<file path="src/pru_pkg.sv">
`default_nettype none

package pru_pkg;

    typedef enum logic [1:0] {
        shape_rect   = 2'd0,
        shape_circle = 2'd1,
        shape_none   = 2'd2   // no pixels, done right away
    } pru_shape_e;

    typedef enum logic [1:0] {
        ld_idle   = 2'd0,
        ld_load_2 = 2'd1,     // word 0 taken, waiting for word 1
        ld_wait   = 2'd2      // draw pending in the engine
    } pru_load_e;

    localparam int pru_col_w   = 10;
    localparam int pru_row_w   = 9;
    localparam int pru_color_w = 2;
    localparam int pru_rgb_w   = 10;

    // command word 0 fields
    localparam int pru_w0_col_lsb   = 0;
    localparam int pru_w0_row_lsb   = 10;
    localparam int pru_w0_color_lsb = 19;
    localparam int pru_w0_shape_lsb = 21;
    localparam int pru_w0_sub_bit   = 23;

    // command word 1 fields
    localparam int pru_w1_width_lsb = 0;
    localparam int pru_w1_hr_lsb    = 10;

    // word addresses on the bus
    localparam logic [31:0] pru_addr_cmd0 = 32'h100;
    localparam logic [31:0] pru_addr_cmd1 = 32'h101;
    localparam logic [31:0] pru_addr_pal  = 32'h110;  // four entries

    localparam int pru_pal_red_lsb   = 20;
    localparam int pru_pal_green_lsb = 10;
    localparam int pru_pal_blue_lsb  = 0;

    // black, red, green, blue
    localparam logic [3*pru_rgb_w-1:0] pru_pal_reset [4] = '{
        {10'h000, 10'h000, 10'h000},
        {10'h3ff, 10'h000, 10'h000},
        {10'h000, 10'h3ff, 10'h000},
        {10'h000, 10'h000, 10'h3ff}
    };

endpackage

`default_nettype wire

</file>
<file path="src/pru_draw_engine.sv">
`timescale 1ns/1ns
`default_nettype none

module pru_draw_engine
    import pru_pkg::*;
#(
    parameter int fb_width  = 64,
    parameter int fb_height = 48
) (
    input  wire logic                     clk,
    input  wire logic                     rst_n,
    input  wire logic                     start,
    input  wire logic [pru_color_w-1:0]   color,
    input  wire logic [pru_row_w-1:0]     row,
    input  wire logic [pru_col_w-1:0]     col,
    input  wire logic [pru_col_w-1:0]     width,
    input  wire logic [pru_row_w-1:0]     height_radius,
    input  wire pru_shape_e               shape_select,
    input  wire logic                     subtract,
    output logic                          busy,
    output logic                          done,
    output logic                          fb_we,
    output logic [$clog2(fb_width*fb_height)-1:0] fb_waddr,
    output logic [pru_color_w-1:0]        fb_wdata
);

    localparam int aw = $clog2(fb_width * fb_height);

    typedef enum logic {
        eng_idle,
        eng_scan
    } eng_state_e;

    eng_state_e         state;
    logic [10:0]        x_off;      // offset inside the bounding box
    logic [10:0]        y_off;
    logic [10:0]        x_last;
    logic [10:0]        y_last;
    logic               is_circle;
    logic signed [12:0] rel_x;      // offset from the circle centre
    logic signed [12:0] rel_y;
    logic signed [12:0] px;         // frame coordinates, may be negative
    logic signed [12:0] py;
    logic [25:0]        dist2;
    logic [25:0]        rad2;
    logic               in_shape;
    logic               in_frame;

    assign busy      = (state == eng_scan);
    assign is_circle = (shape_select == shape_circle);

    // pixel under test
    assign rel_x = $signed({2'b00, x_off}) - (is_circle ? $signed({4'b0, height_radius}) : 13'sd0);
    assign rel_y = $signed({2'b00, y_off}) - (is_circle ? $signed({4'b0, height_radius}) : 13'sd0);
    assign px    = $signed({3'b000, col}) + rel_x;
    assign py    = $signed({4'b0000, row}) + rel_y;
    assign dist2 = 26'(rel_x * rel_x) + 26'(rel_y * rel_y);
    assign rad2  = 26'(height_radius) * 26'(height_radius);

    always_comb begin
        case (shape_select)
            shape_rect:   in_shape = (x_off < 11'(width)) && (y_off < 11'(height_radius));
            shape_circle: in_shape = (dist2 <= rad2);
            default:      in_shape = 1'b0;
        endcase
    end

    // clip at all four frame edges
    assign in_frame = (px >= 0) && (px < fb_width) && (py >= 0) && (py < fb_height);

    assign fb_we    = busy && in_shape && in_frame;
    assign fb_waddr = aw'(int'(py) * fb_width + int'(px));
    assign fb_wdata = subtract ? '0 : color;   // erase draws background

    always_ff @(posedge clk or negedge rst_n) begin
        if (!rst_n) begin
            state <= eng_idle;
            done  <= 1'b0;
            x_off <= '0;
            y_off <= '0;
        end else begin
            done <= 1'b0;
            case (state)
                eng_idle: begin
                    if (start) begin
                        state <= eng_scan;
                        x_off <= '0;
                        y_off <= '0;
                    end
                end
                eng_scan: begin
                    if (x_off == x_last) begin
                        x_off <= '0;
                        if (y_off == y_last) begin
                            state <= eng_idle;
                            done  <= 1'b1;   // same edge busy falls
                        end else begin
                            y_off <= y_off + 11'd1;
                        end
                    end else begin
                        x_off <= x_off + 11'd1;
                    end
                end
                default: state <= eng_idle;
            endcase
        end
    end

    // bounding box size, at least one cycle
    always_ff @(posedge clk) begin
        if (start && state == eng_idle) begin
            case (shape_select)
                shape_rect: begin
                    x_last <= (width == '0) ? '0 : 11'(width) - 11'd1;
                    y_last <= (height_radius == '0) ? '0 : 11'(height_radius) - 11'd1;
                end
                shape_circle: begin
                    x_last <= {1'b0, height_radius, 1'b0};   // 2r
                    y_last <= {1'b0, height_radius, 1'b0};
                end
                default: begin
                    x_last <= '0;
                    y_last <= '0;
                end
            endcase
        end
    end

endmodule

`default_nettype wire

</file>
<file path="config.mk">
export PLATFORM = sky130hd
export DESIGN_NAME = pru_draw_engine
export DESIGN_NICKNAME = d
export VERILOG_FILES = /design/src/pru_pkg.sv /design/src/pru_draw_engine.sv
export SDC_FILE = /design/constraint.sdc
export NUM_CORES = 1
export LEC_CHECK = 0
export ABC_AREA = 0
export BUFFER_PORTS_ARGS = -buffer_cell sky130_fd_sc_hd__buf_2
export CAP_MARGIN = 20
export CORE_UTILIZATION = 35
export CTS_BUF_LIST = sky130_fd_sc_hd__clkbuf_8 sky130_fd_sc_hd__clkbuf_16
export DETAILED_ROUTE_END_ITERATION = 10
export SYNTH_ARGS = -nofsm -noshare
export SYNTH_HDL_FRONTEND = slang
export SYNTH_SLANG_ARGS = --single-unit
</file>
<file path="constraint.sdc">
create_clock -name clk -period 13.35 [get_ports clk]
set_input_delay 0.6675 -clock clk [delete_from_list [all_inputs] [get_ports clk]]
set_output_delay 0.6675 -clock clk [all_outputs]
set_load 0.05 [all_outputs]
</file>
==> out/metrics.yaml <==
outcome:
  outcome: "completed"
timing:
  fin_skew_ns: 0.004885
  tns_ns: 0
  setup_violations: 0
  min_period_ns: 12.53
  finalCritPeriodShare_pct: 93.87
  max_freq_mhz: 79.80
  slew_headroom_pct: 31.66
  maxSlewViolCount: 0
  worstMarginPinSlew_ns: 1.018
  hold_viol_final: 0
  rsz0062_at_grt: "false"
yosys:
  ys.warnings.count: 0
  synthTopCellsByArea: "fa_1 39%, ha_1 15%, inv_1 10%"
  synth.top_cell.area_share_pct: 38.79
  async_flop_share_pct: 52.17
  yosysSeqAreaShare_pct: 7.361
  synth.distinct_cells: 74
  synth_area_um2: 17130
  synth_area_leader_cell: "fa_1"
  synth.avg_cell_area_um2: 9.004
  synthCells: 1903
  synth_seq_cells: 46
  yosys_most_used_dff: "dfrtp_1"
  synth-edff-count: 22
placed_design:
  gp_congestion: 0.9705
  numPortBuffers: 62
  hpwl_um: 40050
cts:
  clockBufferDepth: 2
  clk_pin_slew_worst_paths_ns: 0.06
  htree_levels: 2
  clk_latency_ns: 0.29
  holdBufCountCts: 0
  cts_sinks: 46
  postCtsSetupBuffers: 0
  cts_resized: 0
  tritoncts: "built"
  cts_made_buffers: 5
  root_buffer: "clkbuf_16"
floorplan:
  die_area_um2: 49840
  start_util_pct: 35.66
  rows: 80
  coreArea_um2: 48050
  pin_count: 63
  fp.dieH_um: 223.3
  die_w_um: 223.3
grt:
  gr-total-overflow: 0
  grt_pass1_vias: 14040
  grt_max_degree: 32
  grt.total_usage_pct: 19.03
  grt_first_pass_wirelength_um: 74640
  grt_antenna_before_repair: 0
detailed_routing:
  wl_per_cell_um: 17.60
  vias_per_cell: 4.993
  first_iter_violations: 790
  dr.pass1.iters: 5
  route.vias.total: 12920
  wl_um: 45560
  final_antenna_net_count: 0
  drc: 0
final_layout:
  final_cell_mix: "471 x inv_1, 332 x fa_1, 206 x ha_1"
  seqCellArea_um2: 1261
  nets: 2556
  syn_to_final_growth_pct: 7.602
  diodes: 0
  mostFrequentLayoutCell: "inv_1"
  nFillCells: 4846
  drive_gt1_share_pct: 6.183
  multiInputGateArea_um2: 13970
hold_path:
  hp-class: "input port to async pin"
critical_path:
  critPathKind: "input port to primary output"
  crit_required_ns: 12.68
  path_max_fanout: 10
  path_common_cell: "fa_1"
  crit_arrival_ns: 11.86
  slowest_stage: "fa_1"
  start_kind: "input port"
  critPathMaxStageDelay_ns: 0.55
  worstSetupEndpointType: "primary output"
job:
  drv_cap: 0
[registers in the layout, indices dropped and copies added (netlist names)]
name    count
y_last     11
done        1
x_last     11
y_off      11
busy        1
x_off      11
[final timing paths]
path | start | to | slack (ns) | cells past startpoint
min in group clk | x_off[5] | x_off[5] | 0.66 | 1
setup / recovery | shape_select[1] | fb_we | 0.82 | 43
hold / removal | rst_n | y_off[7] | 0.37 | 1
setup reg to reg | x_off[7] | y_off[5] | 10.73 | 8
hold reg to reg | x_off[5] | x_off[5] | 0.66 | 1
max in group asynchronous | rst_n | x_off[10] | 12.58 | 1
[metal layers]
| metal | vias up | track usage (%) | wire (um) |
|---|---|---|---|
| met1 | 6451 | 25.15 | 19830 |
| met2 | 354 | 33.34 | 22110 |
| met5 | - | 0 | 0 |
| met4 | 0 | 5.259 | 1442 |
| li1 | 6042 | - | - |
| met3 | 75 | 1.580 | 2165 |
[per-stage QoR]
step                      cells  utilization (%)  cell area, um2  setup slack [ns]  hold slack, ns
after floorplan            1904                -           17140             2.353          0.3719
after global placement     2580            38.06           18290            0.9041          0.6544
after detailed placement   2580            38.06           18290            0.5951          0.6519
after CTS                  2588            38.37           18430            0.5965          0.3840
after global routing       2588            38.37           18440           0.02013          0.4188
final                      2588            38.37           18440            0.8186          0.3725
[cells by family (layout without fill, tap and decap cells)]
| logic type | Yosys count | count (layout) | share of synthesized area (%) |
|---|---|---|---|
| multiplexers | 4 | 4 | 0.2410 |
| flip-flops | 46 | 46 | 7.361 |
| AO/OA/AOI/OAI | 233 | 233 | 8.865 |
| AND/OR/NAND/NOR | 444 | 444 | 11.74 |
| buffers and inverters | 509 | 578 | 11.18 |
| other | 2 | 3 | 0.04383 |
| XOR/XNOR | 126 | 126 | 6.675 |
| adder cells (fa/ha/maj) | 539 | 539 | 53.90 |
[synth_stat cells, drive strengths merged (2+ instances only)]
master and number:
ha 206, o21a 11, xor2 53, buf 4, a211o 3, xnor2 72, nor4 7, nor2b 16
a211oi 10, nor2 179, nand2 120, o21ai 71, a21oi 56, and2 5, clkinv 12, mux2i 3
a21boi 5, or3 5, edfxtp 22, a31oi 7, o211ai 10, inv 476, nand4 12, nor3 24
a2111oi 5, o41ai 3, or2 5, dfrtp 24, o31ai 7, o2111ai 5, o311ai 2, a21o 19
o22ai 4, nand3 29, clkbuf 17, fa 332, nand3b 2, conb 2, o21bai 8, nand2b 18
and3 17
[critical path, delay by kind of cell]
family                   cells  cell delay (ns)
buffers and inverters        8             1.02
AND/OR/NAND/NOR              8             1.52
XOR/XNOR                     2             0.49
AO/OA/AOI/OAI               15             3.52
adder cells (fa/ha/maj)     10             4.66
[final cells by class]
type                            count  share of cell area, %
Inverter                          488                  9.936
Sequential cell                    46                  6.841
Tap cell                          615                  4.174
Timing Repair Buffer               82                  2.497
Multi-Input combinational cell   1349                  75.75
Clock buffer                        6                 0.7533
Clock inverter                      2                0.04751
Power is left out: the tool's default activity adds up to more than one toggle a clock period on the data nets, which glitch-free logic cannot reach.
