--- config.mk ---
export PLATFORM = sky130hd
export DESIGN_NAME = pru_cmd_regs
export DESIGN_NICKNAME = d
export VERILOG_FILES = /design/src/pru_pkg.sv /design/src/pru_cmd_regs.sv
export SDC_FILE = /design/constraint.sdc
export NUM_CORES = 1
export LEC_CHECK = 0
export BUFFER_PORTS_ARGS = -buffer_cell sky130_fd_sc_hd__buf_2
export CAP_MARGIN = 20
export CORE_ASPECT_RATIO = 1.2
export CORE_MARGIN = 2
export CORE_UTILIZATION = 49
export DETAILED_ROUTE_END_ITERATION = 8
export PLACE_DENSITY = 0.8
export SLEW_MARGIN = 30
export SYNTH_ARGS = -nofsm -noshare
export SYNTH_HDL_FRONTEND = slang
export SYNTH_SLANG_ARGS = --single-unit
--- constraint.sdc ---
create_clock -name clk -period 3.19 [get_ports clk]
set_input_delay 0.319 -clock clk [delete_from_list [all_inputs] [get_ports clk]]
set_output_delay 0.319 -clock clk [all_outputs]
set_load 0.01 [all_outputs]
--- src/pru_pkg.sv ---
`default_nettype none

package pru_pkg;

    typedef enum logic [1:0] {
        shape_rect   = 2'd0,
        shape_circle = 2'd1,
        shape_none   = 2'd2   // no pixels, done right away
    } pru_shape_e;

    typedef enum logic [1:0] {
        ld_idle   = 2'd0,
        ld_load_2 = 2'd1,     // word 0 taken, waiting for word 1
        ld_wait   = 2'd2      // draw pending in the engine
    } pru_load_e;

    localparam int pru_col_w   = 10;
    localparam int pru_row_w   = 9;
    localparam int pru_color_w = 2;
    localparam int pru_rgb_w   = 10;

    // command word 0 fields
    localparam int pru_w0_col_lsb   = 0;
    localparam int pru_w0_row_lsb   = 10;
    localparam int pru_w0_color_lsb = 19;
    localparam int pru_w0_shape_lsb = 21;
    localparam int pru_w0_sub_bit   = 23;

    // command word 1 fields
    localparam int pru_w1_width_lsb = 0;
    localparam int pru_w1_hr_lsb    = 10;

    // word addresses on the bus
    localparam logic [31:0] pru_addr_cmd0 = 32'h100;
    localparam logic [31:0] pru_addr_cmd1 = 32'h101;
    localparam logic [31:0] pru_addr_pal  = 32'h110;  // four entries

    localparam int pru_pal_red_lsb   = 20;
    localparam int pru_pal_green_lsb = 10;
    localparam int pru_pal_blue_lsb  = 0;

    // black, red, green, blue
    localparam logic [3*pru_rgb_w-1:0] pru_pal_reset [4] = '{
        {10'h000, 10'h000, 10'h000},
        {10'h3ff, 10'h000, 10'h000},
        {10'h000, 10'h3ff, 10'h000},
        {10'h000, 10'h000, 10'h3ff}
    };

endpackage

`default_nettype wire

--- src/pru_cmd_regs.sv ---
`timescale 1ns/1ns
`default_nettype none

module pru_cmd_regs
    import pru_pkg::*;
(
    input  wire logic                   clk,
    input  wire logic                   rst_n,
    input  wire logic [31:0]            bus_addr,
    input  wire logic [31:0]            bus_data,
    input  wire logic                   bus_write,
    input  wire logic                   busy,
    output logic                        bus_ack,
    output logic [pru_color_w-1:0]      color,
    output logic [pru_row_w-1:0]        row,
    output logic [pru_col_w-1:0]        col,
    output logic [pru_col_w-1:0]        width,
    output logic [pru_row_w-1:0]        height_radius,
    output pru_shape_e                  shape_select,
    output logic                        subtract,
    output logic                        start,
    output logic                        in_idle,
    output logic                        in_load_2,
    output logic [pru_rgb_w-1:0]        pal_red [4],
    output logic [pru_rgb_w-1:0]        pal_green [4],
    output logic [pru_rgb_w-1:0]        pal_blue [4]
);

    pru_load_e  ld_state;
    logic       busy_q;      // for the falling edge of busy
    logic       is_cmd0;
    logic       is_cmd1;
    logic       is_pal;
    logic       cmd_ok;
    logic       accept;
    logic [1:0] pal_idx;

    assign is_cmd0 = (bus_addr == pru_addr_cmd0);
    assign is_cmd1 = (bus_addr == pru_addr_cmd1);
    assign is_pal  = (bus_addr[31:2] == pru_addr_pal[31:2]);
    assign pal_idx = bus_addr[1:0];

    // back-pressure: command words wait while a draw is pending
    assign cmd_ok = !busy && (is_cmd0 ? (ld_state == ld_idle) : (ld_state != ld_wait));
    assign accept = bus_write && !bus_ack && (cmd_ok || !(is_cmd0 || is_cmd1));

    assign in_idle   = (ld_state == ld_idle);
    assign in_load_2 = (ld_state == ld_load_2);

    always_ff @(posedge clk or negedge rst_n) begin
        if (!rst_n) begin
            ld_state <= ld_idle;
            bus_ack  <= 1'b0;
            start    <= 1'b0;
            busy_q   <= 1'b0;
        end else begin
            bus_ack <= accept;   // one cycle, gated by !bus_ack above
            start   <= 1'b0;
            busy_q  <= busy;
            case (ld_state)
                ld_idle: begin
                    if (accept && is_cmd0)
                        ld_state <= ld_load_2;
                end
                ld_load_2: begin
                    if (accept && is_cmd1) begin
                        ld_state <= ld_wait;
                        start    <= 1'b1;
                    end
                end
                ld_wait: begin
                    if (busy_q && !busy)   // engine finished
                        ld_state <= ld_idle;
                end
                default: ld_state <= ld_idle;
            endcase
        end
    end

    // command fields, held until the next command
    always_ff @(posedge clk) begin
        if (accept && is_cmd0) begin
            col          <= bus_data[pru_w0_col_lsb +: pru_col_w];
            row          <= bus_data[pru_w0_row_lsb +: pru_row_w];
            color        <= bus_data[pru_w0_color_lsb +: pru_color_w];
            shape_select <= pru_shape_e'(bus_data[pru_w0_shape_lsb +: 2]);
            subtract     <= bus_data[pru_w0_sub_bit];
        end
        if (accept && is_cmd1 && ld_state == ld_load_2) begin
            width         <= bus_data[pru_w1_width_lsb +: pru_col_w];
            height_radius <= bus_data[pru_w1_hr_lsb +: pru_row_w];
        end
    end

    always_ff @(posedge clk or negedge rst_n) begin
        if (!rst_n) begin
            for (int i = 0; i < 4; i++) begin
                pal_red[i]   <= pru_pal_reset[i][pru_pal_red_lsb +: pru_rgb_w];
                pal_green[i] <= pru_pal_reset[i][pru_pal_green_lsb +: pru_rgb_w];
                pal_blue[i]  <= pru_pal_reset[i][pru_pal_blue_lsb +: pru_rgb_w];
            end
        end else if (accept && is_pal) begin
            pal_red[pal_idx]   <= bus_data[pru_pal_red_lsb +: pru_rgb_w];
            pal_green[pal_idx] <= bus_data[pru_pal_green_lsb +: pru_rgb_w];
            pal_blue[pal_idx]  <= bus_data[pru_pal_blue_lsb +: pru_rgb_w];
        end
    end

endmodule

`default_nettype wire

==> results of run 1 <==
-- sequential cells by signal (all words and copies together), names as in the netlist --
signal,cells
height_radius,9
width,10
pal_red,40
row,9
pal_blue,40
shape_select,2
bus_ack,1
ld_state,2
start,1
pal_green,40
busy_q,1
col,10
subtract,1
color,2
-- through the flow --
step,total power [uW],hold WS [ns],cells
6_report,4470,0.0673,767
5_1_grt,4600,0.0573,767
4_1_cts,4490,0.0602,765
3_5_place_dp,2360,0.469,733
3_3_place_gp,2360,0.463,733
2_1_floorplan,2260,0.0234,341
-- worst reg2reg max path, stage by stage (launching register included) --
cell and delay (ns):
dfrtp_1 0.41, nand2b_1 0.20, or4_4 0.85, mux2_1 0.42
-- worst paths after layout --
check / from / endpoint / slack, ns / cells after the start
hold / removal: busy / busy_q / 0.07 / 1
hold reg to reg: pal_green[32] / pal_green[32] / 0.48 / 1
min in group asynchronous: rst_n / pal_blue[39] / 0.48 / 2
max in group asynchronous: rst_n / pal_green[10] / 1.90 / 3
setup reg to reg: bus_ack / pal_green[6] / 1.18 / 3
setup / recovery: bus_addr[11] / pal_green[6] / 1.08 / 5
-- cells by family (layout without fill, tap and decap cells) --
| logic type | after synthesis | after routing |
|---|---|---|
| other cells | 0 | 1 |
| mux | 121 | 121 |
| compound gates | 4 | 4 |
| flops | 168 | 168 |
| simple gates | 34 | 34 |
| buf+inv | 14 | 275 |
-- layout make-up --
cell class | count | area share (%)
multi-input cells | 159 | 20.8
clock inverters | 14 | 2.26
well taps | 164 | 2.49
flip-flops and latches | 168 | 54.0
clock buffers | 18 | 5.20
diodes | 1 | 0.0303
repair buffers | 241 | 15.1
inverters | 2 | 0.0910
-- power breakdown --
group | switching [uW] | internal, uW | leakage [uW]
registers | 1.11 | 2210 | 0.00202
clock network | 883 | 1260 | 0.000300
logic | 74.8 | 39.6 | 0.00214
total | 959 | 3510 | 0.00446
-- placed cells by master (no fill, tap or decap), drive strengths merged, types with 2 or more instances in the layout --
master / synthesis / routed
buf: 8 / 240
mux2: 121 / 121
dfrtp: 95 / 95
edfxtp: 43 / 43
dfstp: 30 / 30
clkbuf: 4 / 18
inv: 2 / 9
nor4: 6 / 6
nand4: 5 / 5
nor3: 5 / 5
nor2: 4 / 4
nand2: 4 / 4
bufinv: 0 / 3
clkinv: 0 / 3
nor2b: 2 / 2
and4: 2 / 2
a21oi: 2 / 2
-- routing by layer --
layer / GRT usage, % / vias up
met1: 27.0 / 2024
met3: 4.85 / 23
li1: - / 1755
met4: 8.33 / 0
met5: 0 / -
met2: 37.5 / 162
-- timing repair --
item                                   in CTS  in global routing
endpoints found under the hold margin       0                 52
hold buffers                                0                  1
buffers inserted                            0                  0
==> flow_metrics.tcl, run 1 <==
set metrics [dict create \
    status "complete, no violations" \
    routed_wl_um 14700 \
    std_cell_rows 45 \
    first_pass_iters 4 \
    clock.fmax_ghz 0.474 \
    num_vias 3964 \
    end_kind "flip-flop" \
    synth-seq-cells 168 \
    io_pins 235 \
    met2WireLength_um 7700 \
    grt_pass1_vias 4135 \
    hold_viol 0 \
    cts_resized 0 \
    period_share_pct 66.2 \
    yosysTopAreaCell "dfrtp_1" \
    htree_num_levels 4 \
    grt_overflow 0 \
    post_dp_cell_area_um2 7620 \
    ys_types 26 \
    yosys.area.top_type_share_pct 38.2 \
    setup_slack_ns 1.08 \
    routabilityCongestion 0.841 \
    crit_fanout 30 \
    wl_met3_um 766 \
    final_util_pct 65.7 \
    fp.dieH_um 128 \
    arrival_ns 2.41 \
    antenna_found_initial 2 \
    post-route-min-period_ns 2.11 \
    die_w_um 107 \
    synth_compound_area_share_pct 0.382 \
    nNetsFinal 657 \
    slew_headroom_pct 56.7 \
    clk_latency_ns 0.41 \
    max_slew.worst_pin.slew_ns 0.649 \
    cp.buffers_inverters 1 \
    cts_root_buf "clkbuf_16" \
    drive_gt1_share_pct 55.5 \
    cts_tree "done" \
    start_kind "input pin" \
    wl_met1_um 5870 \
    fin_area_um2 8250 \
    cts.clk_slew.worst_paths_ns 0.07 \
    syn_inst 341 \
    syn_area_um2 6230 \
    synthTopCellsByArea "dfrtp_1 (38%), edfxtp_1 (21%), mux2_1 (17%)" \
    critPathRequiredTime_ns 3.49 \
    path_delay_family "simple AND/OR/NAND/NOR gates" \
    grt_max_degree 71 \
    synth_edf_count 43 \
    yosysWarnings 0 \
    initial_core_util_pct 49.6 \
    post_drt_wl_per_cell_um 19.1 \
    fin_skew_ns 0.00771 \
    slowest_delay_ns 0.87 \
    critPathSlowestCell "or4_4" \
    drtIter0Drc 144 \
    cap_viol_max_count 0 \
    final.setup.tns_ns 0 \
    antenna_left 0 \
    grt_pass1_wl_um 22500 \
    rsz0062_at_grt "no" \
    power_density_nw_per_um2 541 \
    drv_slew 0 \
    p_leak_uw 0.00446 \
    synth_nets 409 \
    synth_common_cells "dfrtp_1 (95), mux2_1 (94), edfxtp_1 (43)" \
    ys.flop_type "dfrtp_1" \
    worstHoldPathType "input pin to flip-flop" \
    place_ws_ns 0.634 \
    ys_seq_area_share_pct 71.5 \
    synthAdderAreaFrac_pct 0 \
    top_layer_used "met4" \
    post-route-drc-count 0 \
    place_hpwl_um 10300 \
    synth_top_family_by_area "multiplexers" \
    nFillCells 901 \
    core_area_um2 12600 \
    async_flop_share_pct 74.4 \
    irDropWorstVdd_uv 363 \
    synth-simple-area-share_pct 3.31 \
    multi_input_area_um2 1720 \
    dieArea_um2 13600 \
    cts_buffer_depth 2 \
    vias_per_cell 5.17 \
    track_usage_pct 21.8 \
    clock-sinks 168 \
    io_buffers 232 \
    crit_chain "buf_2 -> nor4_1 -> nand4_1 -> or4_4 -> mux2_1" \
    setup_viol 0 \
    synth_xor_area_share_pct 0 \
    yosysMostFrequentCell "dfrtp_1" \
    critPathKind "input pin to flip-flop" \
    synth_mux_area_share_pct 23.5 \
    seq_area_um2 4460 \
    syn2layout_area_growth_pct 32.5 \
    avgSynthCellArea_um2 18.3 \
    numCtsBuffers 17 \
]
No activity file was read; power rests on OpenSTA's default activity.
==> inputs of run 2 (changes only) <==
- ABC_AREA: default -> 1
- CORE_UTILIZATION: 49 -> 45
- PLACE_DENSITY: 0.8 -> 0.76
- clock period: 3.19 -> 1.9 ns (I/O delays scaled with it)
==> run 2 against run 1 <==
Area after synthesis up 8.7%; combinational power rose to 3.2 times the previous value; highest routed layer is now met5; final cell count up 47%; first-iteration DRC count rose to 3.0 times the previous value; worst setup slack worse by 1.0 ns; non-clock buffer count up 28; via count up 50%; worst hold slack worse by 0.042 ns; core utilization down 5.7 points; largest cell class unchanged.
==> flow_metrics.tcl, run 2 <==
set metrics [dict create \
    max_slew.worst_pin.slew_ns 0.670 \
    grt_max_degree 126 \
    antenna_cells 0 \
    synthTopCellsByArea "dfrtp_1 (35%), edfxtp_1 (19%), nand2_1 (15%)" \
    post_dp_cell_area_um2 8320 \
    core_area_um2 14800 \
    track_usage_pct 24.9 \
    place_hpwl_um 13000 \
    p_sw_share_pct 22.9 \
    dieArea_um2 16100 \
    std_cell_rows 49 \
    drv_slew 0 \
    fin_area_um2 8910 \
    cap_viol_max_count 0 \
    routed_wl_um 19800 \
    hold_viol 0 \
    die_w_um 116 \
    clk_latency_ns 0.42 \
    routabilityCongestion 0.824 \
    grt_pass1_wl_um 30600 \
    post_drt_wl_per_cell_um 17.6 \
    vias_per_cell 5.28 \
    syn_inst 667 \
    final_util_pct 60.1 \
    drive_gt1_share_pct 36.8 \
    period_share_pct 97.5 \
    initial_core_util_pct 45.7 \
    cts_tree "done" \
    ys_seq_area_share_pct 65.8 \
    antenna_left 0 \
    fin_skew_ns 0.00715 \
    worst_hold_startpoint "bus_data[26]" \
    critPathSlowestCell "nor2_4" \
    syn2layout_area_growth_pct 31.6 \
    grt_pass1_vias 5428 \
    timing.rr.end "width[3]" \
    post-route-min-period_ns 1.85 \
    nNetsFinal 975 \
    dp_cells 1088 \
    power_frac_seq_pct 51.3 \
    status "complete, no violations" \
    htree_num_levels 4 \
    synth_common_cells "nand2_1 (262), nand4_1 (127), dfrtp_1 (95)" \
    p_leak_uw 0.00477 \
    synth_mux_area_share_pct 0 \
    synth-simple-area-share_pct 29.2 \
    synth_edf_count 43 \
    crit_fanout 10 \
    ys_types 23 \
    synth_nets 735 \
    path_delay_family "simple AND/OR/NAND/NOR gates" \
    slowest_delay_ns 0.41 \
    antenna_found_initial 2 \
    switching_power_uw 1660 \
    met2WireLength_um 9880 \
    synthAdderAreaFrac_pct 0 \
    hold_depth 3 \
    synth_compound_area_share_pct 0.259 \
    crit_top_cell "nand2_1" \
    stdcell_count 1124 \
    start_kind "flip-flop" \
    pwr-share-clk_pct 43.6 \
    ff2ff_setup_slack_ns 0.05 \
    clock-sinks 168 \
    final_cell_mix "nand2_1 (262), buf_2 (231), nand4_1 (127)" \
    wl_met3_um 1190 \
    drtIter0Drc 433 \
    yosysWarnings 0 \
    reg_top3 "pal_blue: 40 flops, pal_green: 40 flops, pal_red: 40 flops" \
    crit_chain "nor2_2 -> nand2_1 -> nand2_1 -> nand2_1 -> nor2_4 -> nand2_1 -> nor2_4" \
    nFillCells 1287 \
    slew_headroom_pct 55.3 \
    io_pins 235 \
    arrival_ns 1.92 \
    grt_overflow 0 \
    yosysTopAreaCell "dfrtp_1" \
    power_density_nw_per_um2 811 \
    final_common_cell "nand2_1" \
    num_vias 5933 \
    worstHoldPathType "input pin to flip-flop" \
    setup_viol 0 \
    critPathKind "flip-flop to flip-flop" \
    cts_root_buf "clkbuf_16" \
    end_kind "flip-flop" \
    avgSynthCellArea_um2 10.2 \
    power_frac_comb_pct 5.1 \
    io_buffers 232 \
    yosysMostFrequentCell "nand2_1" \
    synth_top_family_by_area "simple AND/OR/NAND/NOR gates" \
    post-route-drc-count 0 \
    syn_area_um2 6770 \
    yosys.area.top_type_share_pct 35.1 \
    r2r-start "ld_state[1]" \
    first_pass_iters 5 \
    numCtsBuffers 17 \
    cp.buffers_inverters 0 \
    irDropWorstVdd_uv 451 \
    hold_path_end "pal_red[26]" \
    cts_buffer_depth 2 \
    async_flop_share_pct 74.4 \
    wl_met1_um 8190 \
    cts.clk_slew.worst_paths_ns 0.06 \
    rsz0062_at_grt "no" \
    clock.fmax_ghz 0.540 \
    synth-seq-cells 168 \
    fp.dieH_um 138 \
    critPathRequiredTime_ns 1.97 \
    internal_power_uw 5570 \
    synth_xor_area_share_pct 0 \
    r2r_cells 7 \
    ys.flop_type "dfrtp_1" \
    top_layer_used "met5" \
]
## run 2: how the worst max path moves through the flow
| stage | start | to | slack, ns | cells after the start |
|---|---|---|---|---|
| global placement | bus_addr[3] | width[3] | -0.05 | 8 |
| finish | ld_state[1] | width[3] | 0.05 | 7 |
| detailed placement | bus_addr[3] | width[7] | -0.09 | 8 |
| floorplan | ld_state[1] | height_radius[0] | -0.03 | 8 |
| CTS | ld_state[1] | height_radius[5] | 0.03 | 7 |
| global route | ld_state[1] | width[8] | 0.003 | 7 |
## run 2: worst register-to-register path, cell delays in order, from the launching register on
cell and delay (ns):
dfrtp_1 0.40, nor2_2 0.12, nand2_1 0.09, nand2_1 0.08, nand2_1 0.09, nor2_4 0.13
nand2_1 0.19, nor2_4 0.41
## run 2: logic make-up after synthesis
family / after synthesis
AND/OR/NAND/NOR: 432
flip-flops: 168
AO/OA/AOI/OAI: 3
buffers and inverters: 64
## run 2: layer usage
| layer | GRT usage, % | up-vias |
|---|---|---|
| met5 | 0 | - |
| met4 | 9.34 | 4 |
| met3 | 5.52 | 40 |
| met2 | 40.4 | 229 |
| met1 | 32.8 | 2897 |
| li1 | - | 2763 |
## run 2: timing repair
action | 4_1_cts | 5_1_grt
resized for setup | 1 | 1
hold buffers | 2 | 0
endpoints found under the setup margin | 19 | 66
endpoints found under the hold margin | 96 | 0
buffers inserted | 0 | 1
pin swaps | 1 | 2
gates cloned | 1 | 0
## run 2: power by group through the flow
stage	combinational [uW]	sequential, uW	clock [uW]
final	366	3710	3160
after global routing	399	3710	3350
after CTS	368	3710	3210
after detailed placement	364	3780	0
after global placement	362	3780	0
after floorplan	128	3780	0
## run 2: through the flow
step | TNS, ns | worst slack, ns | hold slack (ns) | power, uW
finish | 0 | 0.0478 | 0.0254 | 7230
global route | 0 | 0.00268 | 0.0166 | 7460
CTS | 0 | 0.0256 | 0.00296 | 7290
detailed placement | -1.77 | -0.0937 | 0.314 | 4140
global placement | -0.895 | -0.0476 | 0.313 | 4140
floorplan | -0.541 | -0.0285 | -0.106 | 3910
## run 2: final cells by class
type | count | area (um^2) | share of cell area [%]
Tap cell | 204 | 255 | 2.86
Clock buffer | 23 | 469 | 5.26
Inverter | 15 | 60.1 | 0.674
Timing Repair Buffer | 269 | 1560 | 17.5
Clock inverter | 9 | 66.3 | 0.744
Multi-Input combinational cell | 436 | 2050 | 23.0
Sequential cell | 168 | 4460 | 50.0
