===== config.mk =====
export PLATFORM = sky130hd
export DESIGN_NAME = pru_vga_scan
export DESIGN_NICKNAME = d
export VERILOG_FILES = /design/src/pru_pkg.sv /design/src/pru_vga_scan.sv
export SDC_FILE = /design/constraint.sdc
export NUM_CORES = 1
export LEC_CHECK = 0
export BUFFER_PORTS_ARGS = -buffer_cell sky130_fd_sc_hd__buf_2
export CORE_MARGIN = 4
export CORE_UTILIZATION = 44
export DETAILED_ROUTE_END_ITERATION = 6
export GPL_TIMING_DRIVEN = 0
export PLACE_DENSITY = 0.8
export SYNTH_ARGS = -nofsm -noshare
export SYNTH_HDL_FRONTEND = slang
export SYNTH_SLANG_ARGS = --single-unit

===== constraint.sdc =====
create_clock -name vga_ctrl_clk -period 1.9 [get_ports vga_ctrl_clk]
set_input_delay 0.38 -clock vga_ctrl_clk [delete_from_list [all_inputs] [get_ports vga_ctrl_clk]]
set_output_delay 0.38 -clock vga_ctrl_clk [all_outputs]
set_load 0.01 [all_outputs]

===== src/pru_pkg.sv =====
`default_nettype none

package pru_pkg;

    typedef enum logic [1:0] {
        shape_rect   = 2'd0,
        shape_circle = 2'd1,
        shape_none   = 2'd2   // no pixels, done right away
    } pru_shape_e;

    typedef enum logic [1:0] {
        ld_idle   = 2'd0,
        ld_load_2 = 2'd1,     // word 0 taken, waiting for word 1
        ld_wait   = 2'd2      // draw pending in the engine
    } pru_load_e;

    localparam int pru_col_w   = 10;
    localparam int pru_row_w   = 9;
    localparam int pru_color_w = 2;
    localparam int pru_rgb_w   = 10;

    // command word 0 fields
    localparam int pru_w0_col_lsb   = 0;
    localparam int pru_w0_row_lsb   = 10;
    localparam int pru_w0_color_lsb = 19;
    localparam int pru_w0_shape_lsb = 21;
    localparam int pru_w0_sub_bit   = 23;

    // command word 1 fields
    localparam int pru_w1_width_lsb = 0;
    localparam int pru_w1_hr_lsb    = 10;

    // word addresses on the bus
    localparam logic [31:0] pru_addr_cmd0 = 32'h100;
    localparam logic [31:0] pru_addr_cmd1 = 32'h101;
    localparam logic [31:0] pru_addr_pal  = 32'h110;  // four entries

    localparam int pru_pal_red_lsb   = 20;
    localparam int pru_pal_green_lsb = 10;
    localparam int pru_pal_blue_lsb  = 0;

    // black, red, green, blue
    localparam logic [3*pru_rgb_w-1:0] pru_pal_reset [4] = '{
        {10'h000, 10'h000, 10'h000},
        {10'h3ff, 10'h000, 10'h000},
        {10'h000, 10'h3ff, 10'h000},
        {10'h000, 10'h000, 10'h3ff}
    };

endpackage

`default_nettype wire


===== src/pru_vga_scan.sv =====
`timescale 1ns/1ns
`default_nettype none

module pru_vga_scan
    import pru_pkg::*;
#(
    parameter int fb_width  = 64,
    parameter int fb_height = 48
) (
    input  wire logic                        vga_ctrl_clk,
    input  wire logic                        rst_n,
    input  wire logic                        vga_read,
    input  wire logic [pru_color_w-1:0]      rd_data,
    input  wire logic [pru_rgb_w-1:0]        pal_red [4],
    input  wire logic [pru_rgb_w-1:0]        pal_green [4],
    input  wire logic [pru_rgb_w-1:0]        pal_blue [4],
    output logic [$clog2(fb_width*fb_height)-1:0] rd_addr,
    output logic [pru_rgb_w-1:0]             vga_red,
    output logic [pru_rgb_w-1:0]             vga_green,
    output logic [pru_rgb_w-1:0]             vga_blue
);

    localparam int depth = fb_width * fb_height;
    localparam int aw    = $clog2(depth);

    logic [aw-1:0] scan_addr;   // next pixel to fetch
    logic [1:0]    rd_valid;    // [0] address issued, [1] memory data ready

    always_ff @(posedge vga_ctrl_clk or negedge rst_n) begin
        if (!rst_n) begin
            scan_addr <= '0;
            rd_addr   <= '0;
            rd_valid  <= '0;
        end else begin
            rd_valid <= {rd_valid[0], vga_read};
            if (vga_read) begin
                rd_addr   <= scan_addr;
                scan_addr <= (scan_addr == aw'(depth - 1)) ? '0 : scan_addr + 1'b1;
            end
        end
    end

    // palette lookup, outputs hold between reads
    always_ff @(posedge vga_ctrl_clk or negedge rst_n) begin
        if (!rst_n) begin
            vga_red   <= '0;
            vga_green <= '0;
            vga_blue  <= '0;
        end else if (rd_valid[1]) begin
            vga_red   <= pal_red[rd_data];
            vga_green <= pal_green[rd_data];
            vga_blue  <= pal_blue[rd_data];
        end
    end

endmodule

`default_nettype wire


==> results of run 1 <==
==> metrics by stage <==
| step | power [mW] | utilization | setup slack [ns] | std cells |
|---|---|---|---|---|
| 2_1_floorplan | 2.07 | - | 0.483 | 190 |
| 3_3_place_gp | 2.45 | 0.600 | 0.286 | 431 |
| 3_5_place_dp | 2.50 | 0.600 | 0.241 | 431 |
| 4_1_cts | 3.11 | 0.612 | 0.278 | 438 |
| 5_1_grt | 3.28 | 0.613 | 0.167 | 438 |
| 6_report | 3.06 | 0.613 | 0.291 | 438 |
==> Yosys cell counts (2+ instances only) <==
master | n | share of area
o21ai_0 | 4 | 0.0068
buf_6 | 3 | 0.012
mux2_2 | 42 | 0.16
nor2_1 | 2 | 0.0026
inv_1 | 3 | 0.0038
xnor2_1 | 2 | 0.0060
or4_1 | 2 | 0.0051
o31ai_1 | 2 | 0.0051
nand2_1 | 8 | 0.010
nand3_1 | 2 | 0.0034
nor3_1 | 3 | 0.0051
dfrtp_1 | 56 | 0.48
clkbuf_1 | 6 | 0.0077
buf_2 | 2 | 0.0034
or3_1 | 2 | 0.0043
a21oi_1 | 3 | 0.0051
nand4_1 | 5 | 0.011
xor2_1 | 2 | 0.0060
mux4_2 | 30 | 0.23
==> flip-flops by register name (all words and copies together), names as in the netlist <==
signal     count
vga_green     10
rd_valid       2
vga_red       10
scan_addr     12
rd_addr       12
vga_blue      10
==> where the power goes <==
| part | internal, mW | switching (mW) |
|---|---|---|
| Clock | 0.252 | 0.350 |
| Sequential | 1.40 | 0.182 |
| Combinational | 0.485 | 0.386 |
==> area by class of cell <==
| type | instances | share of cell area |
|---|---|---|
| Tap cell | 77 | 0.0245 |
| Timing Repair Buffer | 164 | 0.209 |
| Clock buffer | 6 | 0.0184 |
| Buffer | 11 | 0.0169 |
| Multi-Input combinational cell | 120 | 0.371 |
| Clock inverter | 1 | 0.00127 |
| Inverter | 3 | 0.00286 |
| Sequential cell | 56 | 0.356 |
==> critical path, cell delays in order, from the launching register on <==
cell	delay, ns
dfrtp_1	0.46
ha_1	0.27
nand2_1	0.15
nor3_1	0.27
mux2_2	0.36
==> per-layer routing <==
| layer | up-vias | share of wire |
|---|---|---|
| li1 | 1091 | - |
| met1 | 1178 | 0.37 |
| met4 | 0 | 0.012 |
| met2 | 97 | 0.54 |
| met3 | 12 | 0.078 |
| met5 | - | 0 |
==> path summary, 6_finish.rpt <==
| path | cells after the start | start | slack (ns) | end |
|---|---|---|---|---|
| max in group asynchronous | 1 | rst_n | 1.32 | scan_addr[3] |
| min | 1 | rst_n | 0.12 | vga_green[1] |
| min reg2reg | 0 | rd_valid[0] | 0.35 | rd_valid[1] |
| max | 4 | scan_addr[0] | 0.29 | scan_addr[10] |
| max reg2reg | 4 | scan_addr[0] | 0.29 | scan_addr[10] |
| min in group vga_ctrl_clk | 1 | vga_read | 0.26 | rd_valid[0] |
==> logic make-up after synthesis <==
family | synth area share
muxes | 0.391
DFF | 0.477
and+or+nand+nor | 0.0609
buffers and inverters | 0.0264
AOI/OAI and AO/OA | 0.0281
xor gates and xnor gates | 0.0119
adders and majority gates | 0.00426
==> impl_metrics.yaml, run 1 <==
power:
  p_leak_nw: 1.87
  ir_worst_vdd_uv: 467
  powerDensity_mw_per_mm2: 777
clocking:
  postCtsHoldBufs: 0
  post_cts.repair.setup_buffers: 0
  cts_tree: "done"
  path_clk_slew_ns: 0.09
  numCtsBuffers: 5
  h-tree-depth: 2
  clock_latency_ns: 0.30
  clockBufferDepth: 2
  cts_sinks: 56
  cts-root-buf: "clkbuf_8"
  cts_resized: 0
synth:
  synth-seq-cells: 56
  netlist_instances: 190
  synthArstFlopShare: 1.00
  syn-num-nets: 316
  synth_ff_type: "dfrtp_1"
  seq_area_frac_synth: 0.477
  avgSynthCellArea_um2: 15.5
  synth_edf_count: 0
  yosysWarnings: 0
  synthDistinctLibCells: 30
  syn_area_mm2: 0.00294
critical_path:
  arrival_ns: 1.80
  end_kind: "flop"
  crit_required_ns: 2.09
  critPathKind: "reg -> reg"
  crit_path_start_kind: "flop"
  cp_max_fo: 5
finish:
  drive_gt1_frac: 0.687
  stdcell_area_mm2: 0.00393
  num_antenna_cells: 0
  final_common_cell: "buf_2"
  syn_to_final_growth_pct: 34.0
  final-seq-area_mm2: 0.00140
  multi_input_area_mm2: 0.00146
  num-fill-cells: 539
  nets: 487
  final_cell_mix: "buf_2 (165), dfrtp_1 (56), mux2_2 (42)"
global_route:
  met3_usage: 0.0438
  grt_pass1_vias: 2507
  grt_max_degree: 57
  globalRouteTotalUtil: 0.191
  grt_pass1_wl_mm: 11.8
  grt_use_met2: 0.364
  antenna_found_initial: 0
  gr-usage-met1: 0.217
  top_usage_layer: "met2"
  grt_overflow: 0
sta:
  slew_headroom: 0.540
  worst_pin_slew_ns: 0.690
  period_minus_slack_ns: 1.61
  fin_hold_ws_ns: 0.118
  slew_violations: 0
  fin_crit_sh: 0.847
  final.setup.tns_ns: 0
  rsz0062_at_grt: "false"
  setup_violations: 0
  hold_viol_final: 0
  max_freq_mhz: 622
  skew_ns: 0.00609
route:
  avgRoutedWirePerCell_um: 17.5
  initialDrtViolationCount: 36
  via_per_inst: 5.43
  vias: 2378
  drc_errors: 0
  ant_nets: 0
  drt-total-wl_mm: 7.64
  firstDrtPassIters: 4
floorplan:
  fp.dieW_um: 89.7
  dieArea_mm2: 0.00805
  ios: 167
  rows: 29
  fp.coreArea_mm2: 0.00642
  die_height_um: 89.7
  start_util: 0.457
run:
  cap_violations: 0
placement:
  dpl.hpwl_mm: 6.21
  io_buffers: 164
  placed_cell_area_mm2: 0.00385
  gp_congestion: 0.801
min_path:
  hp-class: "in -> async"
run_status:
  outcome: "finished, final reports clean"
Power figures use the tool's default switching activity.
==> run 2, diff against run 1 <==
Clock period 1.9 ns to 1.6 ns, I/O delays scaled along.
==> impl_metrics.yaml, run 2 (synthesized netlist as in run 1, its figures left out) <==
run_status:
  outcome: "finished, final reports clean"
critical_path:
  crit_required_ns: 1.79
  crit_end: "scan_addr[10]"
  path_buf_inv: 0
  startpoint: "scan_addr[0]"
  cp_max_fo: 5
  r2r_slack_ns: 0.08
  cpPeakStageDelay_ns: 0.43
  worstReg2RegEnd: "scan_addr[10]"
  critPathKind: "reg -> reg"
  worstSetupPathDepth: 4
  crit_family: "flip-flops"
  arrival_ns: 1.71
  r2r_start: "scan_addr[0]"
  reg2reg_depth: 4
  critPathSlowestCell: "dfrtp_2"
  end_kind: "flop"
  crit_chain: "ha_1, nand2_1, nor3_2, mux2_2"
  crit_path_start_kind: "flop"
placement:
  dp_slack_ns: -0.00865
  io_buffers: 164
  dpl.hpwl_mm: 6.21
  gp_congestion: 0.801
floorplan:
  fp.dieW_um: 89.7
  ios: 167
  rows: 29
  fp.coreArea_mm2: 0.00642
  dieArea_mm2: 0.00805
  start_util: 0.457
  die_height_um: 89.7
route:
  firstDrtPassIters: 4
  vias: 2387
  initialDrtViolationCount: 42
  via_per_inst: 5.41
  drc_errors: 0
  ant_nets: 0
  avgRoutedWirePerCell_um: 17.4
  drt-total-wl_mm: 7.69
power:
  pwr-share-seq: 0.514
  clkPwrFrac: 0.194
  p_switching_mw: 1.11
  p_sw_frac: 0.301
  p_leak_nw: 1.88
  internal-power_mw: 2.57
  powerDensity_mw_per_mm2: 927
  ir_worst_vdd_uv: 555
  finalPower_mw: 3.68
  power_frac_comb: 0.292
clocking:
  cts_tree: "done"
  clockBufferDepth: 2
  cts_sinks: 56
  cts-root-buf: "clkbuf_8"
  h-tree-depth: 2
  path_clk_slew_ns: 0.09
  clock_latency_ns: 0.30
  numCtsBuffers: 5
sta:
  slew_headroom: 0.541
  period_minus_slack_ns: 1.52
  setup_violations: 0
  slew_violations: 0
  final.setup.tns_ns: 0
  fin_ws_ns: 0.0828
  worst_pin_slew_ns: 0.688
  skew_ns: 0.00603
  fin_crit_sh: 0.948
  hold_viol_final: 0
  fin_hold_ws_ns: 0.0543
  max_freq_mhz: 659
global_route:
  grt_max_degree: 57
  globalRouteTotalUtil: 0.193
  grt_pass1_wl_mm: 11.8
  grt_overflow: 0
  grt_pass1_vias: 2508
  antenna_found_initial: 0
finish:
  num_antenna_cells: 0
  fin_util: 0.618
  syn_to_final_growth_pct: 35.2
  nets: 490
  drive_gt1_frac: 0.703
  num-fill-cells: 538
  top_regs: "rd_addr: 12 flops, scan_addr: 12 flops"
  final_common_cell: "buf_2"
  final_cell_mix: "buf_2 (165), dfrtp_1 (53), mux2_2 (42)"
min_path:
  hp-class: "in -> async"
run:
  cap_violations: 0
[run 2: layout make-up]
class                           instances  area [µm²]  share of cell area
Multi-Input combinational cell        120        1470               0.370
Clock buffer                            6        72.6              0.0183
Tap cell                               77        96.3              0.0243
Sequential cell                        56        1410               0.354
Buffer                                 11        66.3              0.0167
Timing Repair Buffer                  167         846               0.213
Inverter                                3        11.3             0.00284
Clock inverter                          1        5.00             0.00126
[run 2: through the flow]
step | std cells | area, µm²
global placement | 431 | 3850
floorplan | 190 | 2940
global route | 441 | 3970
detailed placement | 431 | 3850
finish | 441 | 3970
CTS | 438 | 3930
[run 2: how the worst min path moves through the flow]
stage / startpoint / end / slack [ns] / depth (start not counted)
2_1_floorplan: rst_n / rd_addr[0] / 0.02 / 0
3_3_place_gp: rd_valid[0] / rd_valid[1] / 0.34 / 0
3_5_place_dp: rd_valid[0] / rd_valid[1] / 0.34 / 0
4_1_cts: vga_read / rd_valid[0] / 0.18 / 1
5_1_grt: rst_n / vga_red[9] / 0.11 / 1
6_report: rst_n / vga_green[1] / 0.05 / 1
[run 2: timing repair]
item                                    4_1_cts  5_1_grt
buffers inserted                              0        3
pin swaps                                     0        2
resized for setup                             2        3
hold buffers                                  0        0
endpoints found under the setup margin        1        7
[run 2: power by group through the flow]
stage / clock network, mW / logic (mW) / registers (mW)
2_1_floorplan: 0 / 0.499 / 1.96
3_3_place_gp: 0 / 1.02 / 1.89
3_5_place_dp: 0 / 1.06 / 1.91
4_1_cts: 0.749 / 1.06 / 1.89
5_1_grt: 0.816 / 1.19 / 1.94
6_report: 0.715 / 1.08 / 1.89
[run 2: worst register-to-register path, delay by kind of cell, from the launching register on]
kind / cells / cell delay [ns]
multiplexers: 1 / 0.35
flip-flops: 1 / 0.43
adder cells (fa/ha/maj): 1 / 0.25
AND/OR/NAND/NOR: 2 / 0.38
[run 2: metal layers]
| layer | GRT usage | wire length, µm |
|---|---|---|
| met4 | 0.0392 | 93 |
| met3 | 0.0438 | 600 |
| met5 | 0 | 0 |
| met2 | 0.368 | 4170 |
| met1 | 0.218 | 2830 |
==> run 3, diff against run 2 <==
Clock period 1.6 ns to 1.5 ns, I/O delays scaled along.
==> impl_metrics.yaml, run 3 (synthesized netlist as in run 1, its figures left out) <==
run_status:
  outcome: "finished, final reports clean"
finish:
  num_antenna_cells: 0
  final_common_cell: "buf_2"
  top_regs: "rd_addr: 12 flops, scan_addr: 12 flops"
  final_cell_mix: "buf_2 (165), dfrtp_1 (50), mux2_2 (42)"
  layout.cells.non_filler: 445
  drive_gt1_frac: 0.723
  syn_to_final_growth_pct: 37.1
  nets: 494
sta:
  max_freq_mhz: 711
  slew_headroom: 0.538
  skew_ns: 0.00622
  period_minus_slack_ns: 1.41
  slew_violations: 0
  worst_pin_slew_ns: 0.692
  hold_viol_final: 0
  fin_ws_ns: 0.0935
  fin_crit_sh: 0.938
  setup_violations: 0
  final.setup.tns_ns: 0
power:
  ir_worst_vdd_uv: 642
  powerDensity_mw_per_mm2: 1000
  finalPower_mw: 4.03
  p_leak_nw: 1.90
placement:
  io_buffers: 164
  gp_congestion: 0.801
  dp_slack_ns: -0.109
  place_inst: 431
  dpl.hpwl_mm: 6.21
global_route:
  grt_pass1_vias: 2525
  grt_overflow: 0
  grt_pass1_wl_mm: 11.9
  antenna_found_initial: 0
  grt_max_degree: 57
  globalRouteTotalUtil: 0.194
clocking:
  clock_latency_ns: 0.30
  path_clk_slew_ns: 0.09
  cts_tree: "done"
  cts-root-buf: "clkbuf_8"
  numCtsBuffers: 5
  h-tree-depth: 2
  clockBufferDepth: 2
  postCtsHoldBufs: 0
  cts_sinks: 56
critical_path:
  end_kind: "flop"
  worstSetupPathDepth: 4
  cpPeakStageDelay_ns: 0.46
  crit_chain: "nand4_1, buf_4, nor3_2, mux2_2"
  reg2reg_depth: 4
  crit_family: "flip-flops"
  path_buf_inv: 1
  critPathSlowestCell: "dfrtp_2"
  crit_path_start_kind: "flop"
  crit_required_ns: 1.69
  cp_max_fo: 7
  critPathKind: "reg -> reg"
  arrival_ns: 1.60
floorplan:
  dieArea_mm2: 0.00805
  rows: 29
  fp.coreArea_mm2: 0.00642
  ios: 167
  die_height_um: 89.7
  start_util: 0.457
  fp.dieW_um: 89.7
run:
  cap_violations: 0
route:
  avgRoutedWirePerCell_um: 17.6
  initialDrtViolationCount: 42
  ant_nets: 0
  firstDrtPassIters: 4
  vias: 2446
  drt-total-wl_mm: 7.85
  via_per_inst: 5.50
  drc_errors: 0
min_path:
  hp-class: "in -> async"
==> run 3: where the power goes <==
| group | switching (mW) | internal [mW] |
|---|---|---|
| logic | 0.534 | 0.714 |
| clock network | 0.441 | 0.319 |
| registers | 0.237 | 1.79 |
| total | 1.21 | 2.82 |
==> run 3: cell type report <==
| type | instances | area, µm² |
|---|---|---|
| buffer | 11 | 66.3 |
| clock buffer | 6 | 72.6 |
| clock inverter | 1 | 5.00 |
| fill | 531 | 2400 |
| inverter | 3 | 11.3 |
| multi-input combinational | 120 | 1490 |
| sequential | 56 | 1410 |
| tap | 77 | 96.3 |
| timing repair buffer | 171 | 876 |
==> run 3: path summary, 6_finish.rpt <==
kind | slack [ns] | endpoint | startpoint
worst max-delay path | 0.09 | scan_addr[10] | scan_addr[3]
min in group vga_ctrl_clk | 0.18 | rd_valid[0] | vga_read
worst max register to register | 0.09 | scan_addr[10] | scan_addr[3]
max in group asynchronous | 0.96 | scan_addr[3] | rst_n
worst min-delay path | 0.04 | vga_green[1] | rst_n
worst min register to register | 0.36 | rd_valid[1] | rd_valid[0]
==> run 3: what timing repair did <==
item                       CTS  global route
setup endpoints to repair    4             8
hold endpoints to repair     0             0
pin swaps                    1             3
buffers inserted             0             7
gates resized for setup      7             5
cloned                       0             0
==> run 3: per-stage QoR <==
step            util  hold WS [ns]  instance area, µm²
6_report       0.627        0.0391                4030
5_1_grt        0.627        0.0901                4030
4_1_cts        0.615         0.162                3950
3_5_place_dp   0.600         0.336                3850
3_3_place_gp   0.600         0.335                3850
2_1_floorplan      -       0.00441                2940
==> run 3: metal layers <==
| layer | up-vias | global-route usage | wire length (µm) |
|---|---|---|---|
| met1 | 1225 | 0.218 | 2840 |
| li1 | 1103 | - | - |
| met5 | - | 0 | 0 |
| met2 | 104 | 0.372 | 4280 |
| met3 | 14 | 0.0438 | 620 |
| met4 | 0 | 0.0392 | 109 |
